**src/design/vdp_port_pkg.sv**
```systemverilog
// Shared definitions for the V9990-style host port
// Width constants, port and VRAM state enums, bus records
`default_nettype none

package vdp_port_pkg;

    localparam int VRAM_AW = 19;    // VRAM byte address width
    localparam int REG_IW  = 6;     // Register index, R#0 to R#63

    // MODE values seen on the host bus
    typedef enum logic [3:0] {
        P_VRAM     = 4'd0,          // VRAM data
        P_PAL      = 4'd1,          // Palette, reads FF here
        P_CMD      = 4'd2,          // Command data, reads FF here
        P_REG_DATA = 4'd3,          // Register data
        P_REG_SEL  = 4'd4,          // Register select
        P_STATUS   = 4'd5,          // Status, read only
        P_INT      = 4'd6,          // Interrupt flags
        P_SYS      = 4'd7           // System control
    } port_e;

    // P#0 handshake states
    typedef enum logic [2:0] {
        VS_IDLE,
        VS_WR_ACK,                  // WE_n low, waiting for BUSY
        VS_WR_BUSY,                 // Waiting for BUSY to drop
        VS_RD_ACK,                  // OE_n low, waiting for BUSY
        VS_RD_BUSY
    } vram_state_e;

    // One detected CPU access
    typedef struct packed {
        logic       rd;             // One-cycle read pulse
        logic       wr;             // One-cycle write pulse
        port_e      port;
        logic [7:0] data;           // CD_IN captured with the access
    } host_access_t;

    // Read byte handed back to the bus side
    typedef struct packed {
        logic       valid;
        logic [7:0] data;
    } rd_result_t;

    // VRAM request, strobes active low
    typedef struct packed {
        logic               oe_n;
        logic               we_n;
        logic [VRAM_AW-1:0] addr;
        logic [7:0]         din;
    } mem_req_t;

    // Current VRAM pointers from R#0-R#5
    typedef struct packed {
        logic [VRAM_AW-1:0] wr_addr;
        logic               wr_hold;    // R#2 bit 7
        logic [VRAM_AW-1:0] rd_addr;
        logic               rd_hold;    // R#5 bit 7
    } vram_addr_t;

    // Address advance requests
    typedef struct packed {
        logic wr;
        logic rd;
    } vram_step_t;

    // Live status from timing and command blocks
    typedef struct packed {
        logic tr;
        logic vr;
        logic hr;
        logic bd;
        logic eo;
        logic ce;
        logic hi;
        logic vi;
    } status_in_t;

endpackage

`default_nettype wire

```
**src/design/host_bus.sv**
```systemverilog
// CPU strobe edge detection and access record
// CD_OUT read-back register and WAIT_n generation
`default_nettype none

module host_bus (
    input  wire                              CLK,
    input  wire                              RESET_n,
    input  wire                              CSR_n,
    input  wire                              CSW_n,
    input  wire [3:0]                        MODE,
    input  wire [7:0]                        CD_IN,
    input  wire vdp_port_pkg::rd_result_t    vram_rd,
    input  wire vdp_port_pkg::rd_result_t    reg_rd,
    input  wire                              vram_busy,
    output vdp_port_pkg::host_access_t       access,
    output logic [7:0]                       CD_OUT,
    output logic                             WAIT_n
);
    import vdp_port_pkg::*;

    logic csr_q;        // Strobe levels at this edge
    logic csw_q;
    logic csr_qq;       // and at the edge before
    logic csw_qq;
    logic rd_fall;
    logic wr_fall;

    // Sample both strobes every edge, idle high
    always_ff @(posedge CLK or negedge RESET_n) begin
        if (!RESET_n) begin
            csr_q  <= 1'b1;
            csw_q  <= 1'b1;
            csr_qq <= 1'b1;
            csw_qq <= 1'b1;
        end else begin
            csr_q  <= CSR_n;
            csw_q  <= CSW_n;
            csr_qq <= csr_q;
            csw_qq <= csw_q;
        end
    end

    assign rd_fall = csr_qq & ~csr_q;   // High to low between two edges
    assign wr_fall = csw_qq & ~csw_q;

    // Access record, pulses last one cycle
    always_ff @(posedge CLK or negedge RESET_n) begin
        if (!RESET_n) begin
            access <= '0;
        end else begin
            access.rd   <= rd_fall;
            access.wr   <= wr_fall;
            access.port <= port_e'(MODE);   // 8-15 fall outside the enum, read as FF
            access.data <= CD_IN;
        end
    end

    // Read-back byte, VRAM side first
    always_ff @(posedge CLK or negedge RESET_n) begin
        if (!RESET_n) begin
            CD_OUT <= 8'hFF;
        end else if (vram_rd.valid) begin
            CD_OUT <= vram_rd.data;
        end else if (reg_rd.valid) begin
            CD_OUT <= reg_rd.data;
        end
    end

    // CPU held off while a VRAM cycle runs
    always_ff @(posedge CLK or negedge RESET_n) begin
        if (!RESET_n) begin
            WAIT_n <= 1'b1;
        end else begin
            WAIT_n <= ~vram_busy;
        end
    end

endmodule

`default_nettype wire

```
**src/design/vram_port.sv**
```systemverilog
// P#0 VRAM access FSM
// Drives the OE_n/WE_n/BUSY memory handshake and returns read bytes
`default_nettype none

module vram_port (
    input  wire                              CLK,
    input  wire                              RESET_n,
    input  wire vdp_port_pkg::host_access_t  access,
    input  wire vdp_port_pkg::vram_addr_t    addr,
    input  wire                              MEM_BUSY,
    input  wire [7:0]                        MEM_DOUT,
    output vdp_port_pkg::mem_req_t           mem,
    output vdp_port_pkg::vram_step_t         step,
    output vdp_port_pkg::rd_result_t         vram_rd,
    output logic                             vram_busy
);
    import vdp_port_pkg::*;

    vram_state_e state;
    logic        vram_acc;      // Access aimed at P#0

    assign vram_acc  = (access.port == P_VRAM);
    assign vram_busy = (state != VS_IDLE);

    always_ff @(posedge CLK or negedge RESET_n) begin
        if (!RESET_n) begin
            state         <= VS_IDLE;
            mem.oe_n      <= 1'b1;
            mem.we_n      <= 1'b1;
            mem.addr      <= '0;
            mem.din       <= '0;
            step          <= '0;
            vram_rd.valid <= 1'b0;
            vram_rd.data  <= '0;
        end else begin
            step          <= '0;      // Pulses by default
            vram_rd.valid <= 1'b0;

            case (state)
                VS_IDLE: begin
                    if (vram_acc && access.wr) begin
                        mem.we_n <= 1'b0;
                        mem.oe_n <= 1'b1;
                        mem.addr <= addr.wr_addr;
                        mem.din  <= access.data;
                        step.wr  <= 1'b1;           // reg_port applies the hold bit
                        state    <= VS_WR_ACK;
                    end else if (vram_acc && access.rd) begin
                        mem.oe_n <= 1'b0;
                        mem.we_n <= 1'b1;
                        mem.addr <= addr.rd_addr;
                        step.rd  <= 1'b1;
                        state    <= VS_RD_ACK;
                    end
                end

                VS_WR_ACK: begin
                    if (MEM_BUSY) begin             // Memory took the write
                        mem.we_n <= 1'b1;
                        state    <= VS_WR_BUSY;
                    end
                end

                VS_WR_BUSY: begin
                    if (!MEM_BUSY) begin
                        state <= VS_IDLE;
                    end
                end

                VS_RD_ACK: begin
                    if (MEM_BUSY) begin
                        mem.oe_n <= 1'b1;
                        state    <= VS_RD_BUSY;
                    end
                end

                VS_RD_BUSY: begin
                    if (!MEM_BUSY) begin            // DOUT is good once BUSY drops
                        vram_rd.valid <= 1'b1;
                        vram_rd.data  <= MEM_DOUT;
                        state         <= VS_IDLE;
                    end
                end

                default: begin
                    mem.oe_n <= 1'b1;
                    mem.we_n <= 1'b1;
                    state    <= VS_IDLE;
                end
            endcase
        end
    end

endmodule

`default_nettype wire

```
**src/design/reg_port.sv**
```systemverilog
// Register file with P#3/P#4 access and VRAM pointer stepping
// Status read, system control, interrupt flags and INT pins
`default_nettype none

module reg_port (
    input  wire                              CLK,
    input  wire                              RESET_n,
    input  wire vdp_port_pkg::host_access_t  access,
    input  wire vdp_port_pkg::vram_step_t    step,
    input  wire vdp_port_pkg::status_in_t    status,
    output vdp_port_pkg::vram_addr_t         addr,
    output vdp_port_pkg::rd_result_t         reg_rd,
    output logic                             INT0_n,
    output logic                             INT1_n
);
    import vdp_port_pkg::*;

    logic [7:0]         regs [2**REG_IW];   // R#0 to R#63
    logic [7:0]         sel;                // P#4 select value
    logic [REG_IW-1:0]  idx;
    logic               mcs;                // P#7 bit 0
    logic               ce_save;
    logic               hi_save;
    logic               vi_save;
    logic [VRAM_AW-1:0] wr_inc;
    logic [VRAM_AW-1:0] rd_inc;
    logic               reg_wr;
    logic               reg_rd_acc;
    logic [7:0]         rd_byte;

    assign idx        = sel[REG_IW-1:0];
    assign reg_wr     = access.wr && (access.port == P_REG_DATA);
    assign reg_rd_acc = access.rd && (access.port == P_REG_DATA);

    // VRAM pointers, 19 bits over three registers each
    assign addr = '{
        wr_addr: {regs[2][2:0], regs[1], regs[0]},
        wr_hold: regs[2][7],
        rd_addr: {regs[5][2:0], regs[4], regs[3]},
        rd_hold: regs[5][7]
    };

    assign wr_inc = addr.wr_addr + 1'b1;    // Wraps at 2^19
    assign rd_inc = addr.rd_addr + 1'b1;

    always_ff @(posedge CLK or negedge RESET_n) begin
        if (!RESET_n) begin
            for (int i = 0; i < 2**REG_IW; i++) begin
                regs[i] <= '0;
            end
        end else begin
            if (step.wr && !addr.wr_hold) begin
                regs[0]      <= wr_inc[7:0];
                regs[1]      <= wr_inc[15:8];
                regs[2][2:0] <= wr_inc[VRAM_AW-1:16];   // Upper bits of R#2 kept
            end
            if (step.rd && !addr.rd_hold) begin
                regs[3]      <= rd_inc[7:0];
                regs[4]      <= rd_inc[15:8];
                regs[5][2:0] <= rd_inc[VRAM_AW-1:16];
            end
            if (reg_wr) begin
                regs[idx] <= access.data;               // P#3 write
            end
        end
    end

    // Select register and index auto-increment
    always_ff @(posedge CLK or negedge RESET_n) begin
        if (!RESET_n) begin
            sel <= '0;
        end else if (access.wr && (access.port == P_REG_SEL)) begin
            sel <= access.data;
        end else if (reg_wr && !sel[7]) begin           // Write inhibit
            sel[REG_IW-1:0] <= idx + 1'b1;
        end else if (reg_rd_acc && !sel[6]) begin       // Read inhibit
            sel[REG_IW-1:0] <= idx + 1'b1;
        end
    end

    // System control
    always_ff @(posedge CLK or negedge RESET_n) begin
        if (!RESET_n) begin
            mcs <= 1'b0;
        end else if (access.wr && (access.port == P_SYS)) begin
            mcs <= access.data[0];
        end
    end

    // Saved interrupt flags, P#6 write is one-to-clear
    always_ff @(posedge CLK or negedge RESET_n) begin
        if (!RESET_n) begin
            ce_save <= 1'b0;
            hi_save <= 1'b0;
            vi_save <= 1'b0;
        end else if (access.wr && (access.port == P_INT)) begin
            ce_save <= ce_save & ~access.data[2];
            hi_save <= hi_save & ~access.data[1];
            vi_save <= vi_save & ~access.data[0];
        end else begin
            ce_save <= ce_save | status.ce;
            hi_save <= hi_save | status.hi;
            vi_save <= vi_save | status.vi;
        end
    end

    // R#9 enables, bit 2 CE, bit 1 HI, bit 0 VI
    assign INT0_n = ~((ce_save & regs[9][2]) | (vi_save & regs[9][0]));
    assign INT1_n = ~(hi_save & regs[9][1]);

    // Read mux by port
    always_comb begin
        case (access.port)
            P_REG_DATA: rd_byte = regs[idx];
            P_STATUS:   rd_byte = {status.tr, status.vr, status.hr, status.bd,
                                   1'b0, mcs, status.eo, status.ce};
            P_INT:      rd_byte = {5'b00000, ce_save | status.ce,
                                   hi_save | status.hi, vi_save | status.vi};
            default:    rd_byte = 8'hFF;                // Ports not kept, write-only ports
        endcase
    end

    always_ff @(posedge CLK or negedge RESET_n) begin
        if (!RESET_n) begin
            reg_rd <= '0;
        end else begin
            reg_rd.valid <= access.rd && (access.port != P_VRAM);
            reg_rd.data  <= rd_byte;
        end
    end

endmodule

`default_nettype wire

```
**src/design/vdp_port_top.sv**
```systemverilog
// Host port top level
// host_bus in front of vram_port and reg_port
`default_nettype none

module vdp_port_top (
    input  wire                              CLK,
    input  wire                              RESET_n,
    input  wire                              CSR_n,
    input  wire                              CSW_n,
    input  wire [3:0]                        MODE,
    input  wire [7:0]                        CD_IN,
    input  wire vdp_port_pkg::status_in_t    status,
    input  wire                              MEM_BUSY,
    input  wire [7:0]                        MEM_DOUT,
    output logic [7:0]                       CD_OUT,
    output logic                             WAIT_n,
    output logic                             INT0_n,
    output logic                             INT1_n,
    output vdp_port_pkg::mem_req_t           mem
);
    import vdp_port_pkg::*;

    host_access_t access;       // Detected CPU access
    rd_result_t   vram_rd;      // P#0 read byte
    rd_result_t   reg_rd;       // All other read bytes
    vram_addr_t   addr;         // Pointers from R#0-R#5
    vram_step_t   step;
    logic         vram_busy;

    host_bus host_bus_u (
        .CLK       (CLK),
        .RESET_n   (RESET_n),
        .CSR_n     (CSR_n),
        .CSW_n     (CSW_n),
        .MODE      (MODE),
        .CD_IN     (CD_IN),
        .vram_rd   (vram_rd),
        .reg_rd    (reg_rd),
        .vram_busy (vram_busy),
        .access    (access),
        .CD_OUT    (CD_OUT),
        .WAIT_n    (WAIT_n)
    );

    vram_port vram_port_u (
        .CLK       (CLK),
        .RESET_n   (RESET_n),
        .access    (access),
        .addr      (addr),
        .MEM_BUSY  (MEM_BUSY),
        .MEM_DOUT  (MEM_DOUT),
        .mem       (mem),
        .step      (step),
        .vram_rd   (vram_rd),
        .vram_busy (vram_busy)
    );

    reg_port reg_port_u (
        .CLK     (CLK),
        .RESET_n (RESET_n),
        .access  (access),
        .step    (step),
        .status  (status),
        .addr    (addr),
        .reg_rd  (reg_rd),
        .INT0_n  (INT0_n),
        .INT1_n  (INT1_n)
    );

endmodule

`default_nettype wire

```
**config.mk**
```make
export PLATFORM = sky130hd
export DESIGN_NAME = vdp_port_top
export DESIGN_NICKNAME = d
export VERILOG_FILES = /design/src/design/vdp_port_pkg.sv /design/src/design/host_bus.sv /design/src/design/vram_port.sv /design/src/design/reg_port.sv /design/src/design/vdp_port_top.sv
export SDC_FILE = /design/constraint.sdc
export NUM_CORES = 1
export LEC_CHECK = 0
export BUFFER_PORTS_ARGS = -buffer_cell sky130_fd_sc_hd__buf_2
export CORE_UTILIZATION = 59
export CTS_BUF_LIST = sky130_fd_sc_hd__clkbuf_4
export CTS_CLUSTER_DIAMETER = 120
export DETAILED_ROUTE_END_ITERATION = 12
export PLACE_DENSITY = 0.78
export SYNTH_ARGS = -nofsm -noshare
export SYNTH_HDL_FRONTEND = slang
export SYNTH_SLANG_ARGS = --single-unit
```
**constraint.sdc**
```tcl
create_clock -name CLK -period 1.97 [get_ports CLK]
set_input_delay 0.394 -clock CLK [delete_from_list [all_inputs] [get_ports CLK]]
set_output_delay 0.394 -clock CLK [all_outputs]
set_load 0.005 [all_outputs]
```
Word level (Yosys, flattened, before mapping)
Cells that the tools add are included.
Cells by class
  add/subtract/negate cells: 3
  multipliers: 0
  div/mod/pow operators: 0
  magnitude comparators: 2
  equal/unequal tests: 13
  shifts and indexed selects: 0
  mux-type cells: 37
  bitwise gates (word level): 24
  reductions and logical operators: 33
Operators with widths (number)
  bitwise mux 512 bit: 1
  2-to-1 mux 512 bit: 1
  binary-select mux 8 bit (select 6 bit): 1
  demux 8 bit (select 6 bit): 1
  2-to-1 mux 21 bit: 2
  2-to-1 mux 8 bit: 5
  adder 19 x 1 -> 19 bit, second input constant: 2
  2-to-1 mux 16 bit: 2
  case mux 8 bit (3 select lines): 1
  2-to-1 mux 3 bit: 7
  2-to-1 mux 6 bit: 3
  2-to-1 mux 9 bit: 2
  equality test 4 x 3 -> 1 bit, second input constant: 4
  logical AND 1 bit: 13
  case mux 3 bit (4 select lines): 1
  inverter 1 bit: 11
  AND 1 bit: 8
  >= comparator 7 bit, second input constant: 1
  less-than comparator 7 x 1 -> 1 bit, second input constant: 1
  2-to-1 mux 1 bit: 7
  inverter 6 -> 7 bit: 1
  adder 6 x 1 -> 6 bit, second input constant: 1
  equality test 3 x 2 -> 1 bit, second input constant: 2
  != test 2 bit, second input constant: 3
  other kinds (18): 31
Word-level totals
  flip-flop bits (word level): 603
  latch bits: 0
  bits in writable memories: 0
  bits in read-only memories: 0
  bits of input ports: 33
  output and inout port bits: 40
  logic and storage cells: 205
  memories: 0

Longest topological paths before layout
Gate-level depths: netlist (run 1).
  word-level depth: 7
  gate-level depth with buffers: 10

By module
Synthesis (run 1) repeated with hierarchy kept, for this count alone.
Second synthesis, totals
  cells, all modules: 2216
  area total of the unflattened synthesis: 28630.0 um^2
By module, submodules not included
  reg_port: times used 1, cells each 2012, area an instance 25797.2 um^2, sequential area each 13337.8 um^2
  vram_port: times used 1, cells each 148, area an instance 1951.9 um^2, sequential area each 1078.5 um^2
  host_bus: times used 1, cells each 56, area an instance 880.8 um^2, sequential area each 691.9 um^2

Worst setup path after synthesis (run 1)
OpenSTA, ideal clock, no wires.
  kind: register to register
  start: register reg_port_u.sel[0]
  end: register reg_port_u.reg_rd[2] (netlist name)
  library setup time: 133 ps
  arrival: 1963 ps
  data required time: 1837 ps
  slack: -126 ps
  cell stages (with the launch flop): 10
  path buffers: 3
  period minus slack after synthesis: 2096 ps
  cells stage by stage: dfrtp_1 > buf_6 > buf_4 > buf_6 > mux2_2 > a222oi_1 > o21ai_0 > a22oi_1 > o2111a_1 > o211ai_1
Between the ends
  longest elaborated chain between the ends: 5
Ends and longest elaborated chain
  start, declared: line reg_port.sv:19  | logic [7:0] sel;
  start signal, assigned: line reg_port.sv:73  | sel <= access.data;
  start signal, assigned by index: line reg_port.sv:75  | sel[REG_IW-1:0] <= idx + 1'b1;
  start signal, assigned by index: line reg_port.sv:77  | sel[REG_IW-1:0] <= idx + 1'b1;
  inverter 6 -> 7 bit (not written as such): line reg_port.sv:114  | P_REG_DATA: rd_byte = regs[idx];
  binary-select mux 8 bit (select 6 bit): line reg_port.sv:114
  2-to-1 mux 8 bit (not written as such) (2 in a row): line reg_port.sv:114
  case mux 8 bit (3 select lines): line reg_port.sv:113  | case (access.port)
  named net reg_port_u.rd_byte[2]: line reg_port.sv:29  | logic [7:0] rd_byte;
The timed path passes the listed nets, and every way through them passes these cells. The select of a mux whose other input is x is not followed.
A chain may end at the register's enable or synchronous reset.

Worst setup path in the final report (run 1)
  start: register reg_port_u.sel[1]
  end: register reg_port_u.reg_rd[0] (netlist name)
Between the ends
  longest elaborated chain between the ends: 5
Ends and longest elaborated chain (line)
  inverter 6 -> 7 bit (not written as such): reg_port.sv:114
  binary-select mux 8 bit (select 6 bit): reg_port.sv:114
  2-to-1 mux 8 bit (not written as such) (2 in a row): reg_port.sv:114
  case mux 8 bit (3 select lines): reg_port.sv:113
  named net reg_port_u.rd_byte[0]: reg_port.sv:29
The timed path passes the listed nets, and every way through them passes these cells. The select of a mux whose other input is x is not followed.

==> flow_metrics.env, run 1 <==
export IMPL_status="finished, violations left"
export IMPL_violations="negative setup slack"
export IMPL_power_density_nw_per_um2=1097
export IMPL_rows=79
export IMPL_gp_congestion=0.9881
export IMPL_regArea_um2=15130
export IMPL_cts_tree="done"
export IMPL_place_area_um2=31780
export IMPL_setup_viol=401
export IMPL_gr_usage_all_layers_pct=39.63
export IMPL_cts_buffer_depth=3
export IMPL_grt_ovfl_total=0
export IMPL_syn_area_um2=27720
export IMPL_max_cap_violations=0
export IMPL_worstPathRequired_ns=2.85
export IMPL_dp_hpwl_um=60630
export IMPL_drive_above_1_share_pct=48.45
export IMPL_slew_viol_final=0
export IMPL_reg2regPathDepth=10
export IMPL_vias=22697
export IMPL_cts_root_buf="clkbuf_4"
export IMPL_max_slew_margin_rel_pct=55.83
export IMPL_die_y_um=218.7
export IMPL_crit_arrival_ns=3.36
export IMPL_io_pins=73
export IMPL_pre_cts_ws_ns=-0.5672
export IMPL_die_area_um2=47850
export IMPL_finalNetCount=2852
export IMPL_syn_nets=2287
export IMPL_setup_ws_ns=-0.5075
export IMPL_die_width_um=218.7
export IMPL_clock_fmax_mhz=403.6
export IMPL_seq_area_frac_synth_pct=54.51
export IMPL_highest_layer="met5"
export IMPL_synth_seq_cells=603
export IMPL_numCtsBuffers=156
export IMPL_startpoint_type="flop"
export IMPL_synth_avg_cell_area_um2=12.31
export IMPL_end_kind="flop"
export IMPL_ir_drop_v=0.0008288
export IMPL_worstMarginPinSlew_ns=0.6625
export IMPL_skew_ns=0.06462
export IMPL_p_leak_uw=0.01776
export IMPL_cp_startpoint="reg_port_u.sel[1]"
export IMPL_via_per_inst=6.395
export IMPL_routed_wl_met2_um=44030
export IMPL_r2r_slack_ns=-0.51
export IMPL_hold_violations=0
export IMPL_ys_types=74
export IMPL_ant_nets=0
export IMPL_met3_length_um=9069
export IMPL_fin_crit_ns=2.477
export IMPL_dr_pass1_iters=6
export IMPL_synth_enable_flop_cells=0
export IMPL_syn_inst=2251
export IMPL_met1_length_um=35970
export IMPL_htreeDepth=4
export IMPL_endpoint="reg_port_u.reg_rd[0]"
export IMPL_cp_max_fo=6
export IMPL_finish_utilization_pct=77.97
export IMPL_antenna_found_initial=5
export IMPL_drcViolationCount=0
export IMPL_worstHoldPathType="primary input to flop"
export IMPL_regToRegStartpoint="reg_port_u.sel[1]"
export IMPL_drt_iter0_markers=2447
export IMPL_clkSinkCount=603
export IMPL_clk_latency_ns=1.04
export IMPL_fin_crit_sh_pct=125.8
export IMPL_multiInputGateArea_um2=12690
export IMPL_clk_pin_slew_ns=0.07
export IMPL_stdcell_area_um2=36220
export IMPL_synth_warning_count=0
export IMPL_coreArea_um2=46460
export IMPL_path_class="flop to flop"
export IMPL_totalWireLength_um=93940
export IMPL_grt_pass1_vias=23016
export IMPL_wire_per_inst_um=26.47
export IMPL_nFillCells=2634
export IMPL_port_buffers=72
export IMPL_grt_first_pass_wirelength_um=139600
export IMPL_async_reset_ff_share_pct=100.0
export IMPL_setup_tns_ns=-58.20
export IMPL_area_growth_pct=30.68
export IMPL_p_total_uw=39740
export IMPL_synth_flop_cell="dfrtp_1"
export IMPL_reg2reg_to="reg_port_u.reg_rd[0]"
export IMPL_initial_core_util_pct=59.66
export IMPL_rsz0062_at_grt="yes"
export IMPL_grt_start_max_net_pins=80
## cells in the mapped netlist (13+ instances only)
cell      instances  area share (%)
nand3_1          29            0.52
clkbuf_1         94             1.3
xor2_1           28            0.88
mux2i_1          95             3.4
buf_2            45            0.81
nor3_1           21            0.38
a22oi_1          25            0.68
o21ai_0         104             1.9
o22ai_1          22            0.50
a21oi_1          99             1.8
nor2b_1          16            0.36
nor2_1          117             1.6
nand2_1         205             2.8
dfstp_2          15             1.4
mux2_2          448              18
xnor2_1          13            0.41
dfrtp_1         588              53
a221oi_1         63             2.0
mux4_2           32             2.6
## logic make-up after synthesis
kind of cell,after synthesis,share of synthesized area [%]
DFF,603,54.51
muxes,580,24.43
and+or+nand+nor,472,7.760
AOI/OAI and AO/OA,389,9.258
buffers and inverters,163,2.609
xor gates and xnor gates,41,1.296
adders and majority gates,3,0.1354
## routing by layer
| layer | global-route usage, % | up-vias |
|---|---|---|
| met4 | 21.81 | 4 |
| met5 | 0 | - |
| met2 | 60.04 | 1413 |
| li1 | - | 9475 |
| met1 | 51.58 | 11469 |
| met3 | 11.18 | 336 |
## area by class of cell
type,count,area share [%]
sequential,603,41.78
timing repair buffer,561,15.19
inverter,9,0.1313
tap,607,2.097
clock inverter,46,0.8981
antenna,5,0.03454
clock buffer,233,4.829
multi-input combinational,1485,35.04
## per-stage QoR
stage,cells,hold WS (ns)
final,3549,0.1685
after global routing,3548,0.1255
after CTS,3517,0.08018
after detailed placement,3143,0.3171
after global placement,3143,0.3109
after floorplan,2251,0.09841
## layout by cell type, fill, tap and decap left out, types with 16 or more instances in the layout
| cell | count |
|---|---|
| dfrtp_1 | 575 |
| mux2_2 | 447 |
| buf_4 | 302 |
| clkbuf_4 | 233 |
| nand2_1 | 178 |
| nor2_1 | 106 |
| o21ai_0 | 91 |
| a21oi_1 | 88 |
| mux2i_1 | 86 |
| buf_12 | 73 |
| buf_2 | 65 |
| buf_6 | 61 |
| a221oi_1 | 49 |
| dlygate4sd3_1 | 47 |
| mux4_2 | 32 |
| clkinv_1 | 30 |
| nand3_1 | 28 |
| xor2_1 | 28 |
| a22oi_1 | 21 |
| o22ai_1 | 17 |
| nand2_2 | 16 |
| nor3_1 | 16 |
## how the worst min path moves through the flow
stage	startpoint	cells after the start	end	slack [ns]
final	MEM_DOUT[1]	3	vram_port_u.vram_rd[1]	0.17
after global routing	MEM_DOUT[1]	3	vram_port_u.vram_rd[1]	0.13
after CTS	MEM_DOUT[1]	3	vram_port_u.vram_rd[1]	0.08
after detailed placement	RESET_n	1	async pin	0.32
after global placement	RESET_n	1	async pin	0.31
after floorplan	RESET_n	0	async pin	0.1
## timing repair
action / in CTS / in global routing
gates resized for setup: 153 / 134
setup endpoints to repair: 490 / 481
pin swaps: 20 / 37
hold buffers: 48 / 0
endpoints found under the hold margin: 640 / 0
gates cloned: 11 / 5
buffers inserted: 36 / 22
## worst max-delay path: stages, from the launching register on
cell       delay [ns]
dfrtp_4          0.45
buf_6            0.14
buf_6            0.11
nor2_4           0.06
buf_12           0.13
buf_6            0.12
a221oi_4         0.29
nor3_2           0.08
or4_4            0.54
a2111oi_4        0.32
a21oi_2          0.10
## power breakdown
part / total, uW / internal, uW / switching [uW]
combinational: 14200 / 6650 / 7510
sequential: 14100 / 13200 / 860
clock: 11500 / 6070 / 5410
total: 39700 / 26000 / 13800
Note: power is estimated with default switching activity, not from simulation.
==> run 2, diff against run 1 <==
- CORE_MARGIN: unset -> 4
==> flow_metrics.env, run 2 (synthesis results as in run 1) <==
export IMPL_setup_ws_ns=-0.4167
export IMPL_violations="negative setup slack"
export IMPL_p_leak_uw=0.01752
export IMPL_skew_ns=0.09521
export IMPL_power_density_nw_per_um2=1084
export IMPL_ant_nets=0
export IMPL_port_buffers=72
export IMPL_end_kind="flop"
export IMPL_grt_pass1_vias=23162
export IMPL_gr_usage_all_layers_pct=36.55
export IMPL_cts_tree="done"
export IMPL_cp_max_fo=19
export IMPL_drt_iter0_markers=2686
export IMPL_max_cap_violations=0
export IMPL_clkSinkCount=603
export IMPL_rsz0062_at_grt="yes"
export IMPL_gp_congestion=1.009
export IMPL_io_pins=73
export IMPL_die_y_um=224.7
export IMPL_status="finished, violations left"
export IMPL_slew_viol_final=0
export IMPL_area_growth_pct=29.02
export IMPL_coreArea_um2=46460
export IMPL_finalNetCount=2817
export IMPL_worstHoldPathType="primary input to flop"
export IMPL_cts_root_buf="clkbuf_4"
export IMPL_fin_crit_ns=2.387
export IMPL_whs_ns=0.1146
export IMPL_nFillCells=2643
export IMPL_numCtsBuffers=156
export IMPL_path_class="flop to flop"
export IMPL_wire_per_inst_um=27.19
export IMPL_fin_crit_sh_pct=121.2
export IMPL_dr_pass1_iters=6
export IMPL_clock_fmax_mhz=419.0
export IMPL_grt_start_max_net_pins=73
export IMPL_setup_viol=390
export IMPL_max_slew_margin_rel_pct=26.47
export IMPL_die_width_um=224.7
export IMPL_rows=79
export IMPL_worstPathRequired_ns=2.87
export IMPL_worstMarginPinSlew_ns=1.099
export IMPL_via_per_inst=6.541
export IMPL_vias=22873
export IMPL_antenna_found_initial=4
export IMPL_crit_arrival_ns=3.29
export IMPL_startpoint_type="flop"
export IMPL_cts_buffer_depth=3
export IMPL_grt_ovfl_total=0
export IMPL_drive_above_1_share_pct=47.75
export IMPL_layout_commonest_cell="dfrtp_1"
export IMPL_clk_pin_slew_ns=0.08
export IMPL_mostFrequentLayoutCells="dfrtp_1 (576), mux2_2 (432), buf_4 (272)"
export IMPL_initial_core_util_pct=59.66
export IMPL_dp_hpwl_um=60290
export IMPL_stdcell_area_um2=35760
export IMPL_place_area_um2=31650
export IMPL_hold_violations=0
export IMPL_finish_utilization_pct=76.98
export IMPL_htreeDepth=4
export IMPL_drcViolationCount=0
export IMPL_grt_first_pass_wirelength_um=139400
export IMPL_totalWireLength_um=95070
export IMPL_clk_latency_ns=1.09
export IMPL_die_area_um2=50510
export IMPL_ir_drop_v=0.001072
[run 2: final timing paths]
path / start / to / slack, ns / depth (start not counted)
setup / recovery: reg_port_u.sel[2] / reg_port_u.reg_rd[3] / -0.42 / 8
hold reg to reg: host_bus_u.csr_q / host_bus_u.csr_qq / 0.41 / 0
min in group asynchronous: RESET_n / async pin / 0.13 / 3
max in group asynchronous: RESET_n / async pin / 0.24 / 3
setup reg to reg: reg_port_u.sel[2] / reg_port_u.reg_rd[3] / -0.42 / 8
hold / removal: MEM_DOUT[4] / vram_port_u.vram_rd[4] / 0.11 / 3
[run 2: area by class of cell]
class | count | area, um^2 | area share [%]
Clock buffer | 224 | 1682 | 4.702
Inverter | 9 | 38.79 | 0.1085
Clock inverter | 37 | 250.2 | 0.6997
Timing Repair Buffer | 526 | 5215 | 14.58
Multi-Input combinational cell | 1485 | 12670 | 35.43
Antenna cell | 6 | 15.01 | 0.04198
Sequential cell | 603 | 15130 | 42.31
Tap cell | 607 | 759.5 | 2.124
[run 2: report_power, final]
group / total (uW) / switching (uW) / internal (uW)
logic: 13600 / 7480 / 6160
clock network: 11000 / 5320 / 5710
registers: 14100 / 882 / 13200
[run 2: worst max-delay path: stages (launching register included)]
cell and delay [ns]:
dfrtp_4 0.49, buf_6 0.27, nor2_4 0.10, buf_4 0.20, a221oi_1 0.29, nor3_1 0.08, a2111oi_2 0.45, and4_1 0.25
a32oi_1 0.11
[run 2: timing repair]
action	CTS	global route
cloned	4	2
hold endpoints to repair	640	0
hold buffers	47	0
buffers inserted	31	19
pin swaps	12	11
resized for setup	145	139
setup endpoints to repair	469	489
[run 2: per-layer routing]
layer  global-route usage [%]  routed length, um  share of wire (%)  vias up
met5                        0                 46              0.048        -
met4                    15.79               4881                5.1        6
met2                    56.45              43890                 46     1495
li1                         -                  -                  -     9381
met3                    12.20               9928                 10      396
met1                    47.84              36320                 38    11595
[run 2: metrics by stage]
step	instances	setup TNS (ns)	total power, uW	worst slack (ns)
after floorplan	2251	-0.3759	19110	-0.1260
after global placement	3128	-58.64	24640	-0.6414
after detailed placement	3128	-64.75	24850	-0.6524
after CTS	3470	-17.49	37270	-0.3796
after global routing	3492	-40.81	40030	-0.4309
final	3497	-34.18	38780	-0.4167
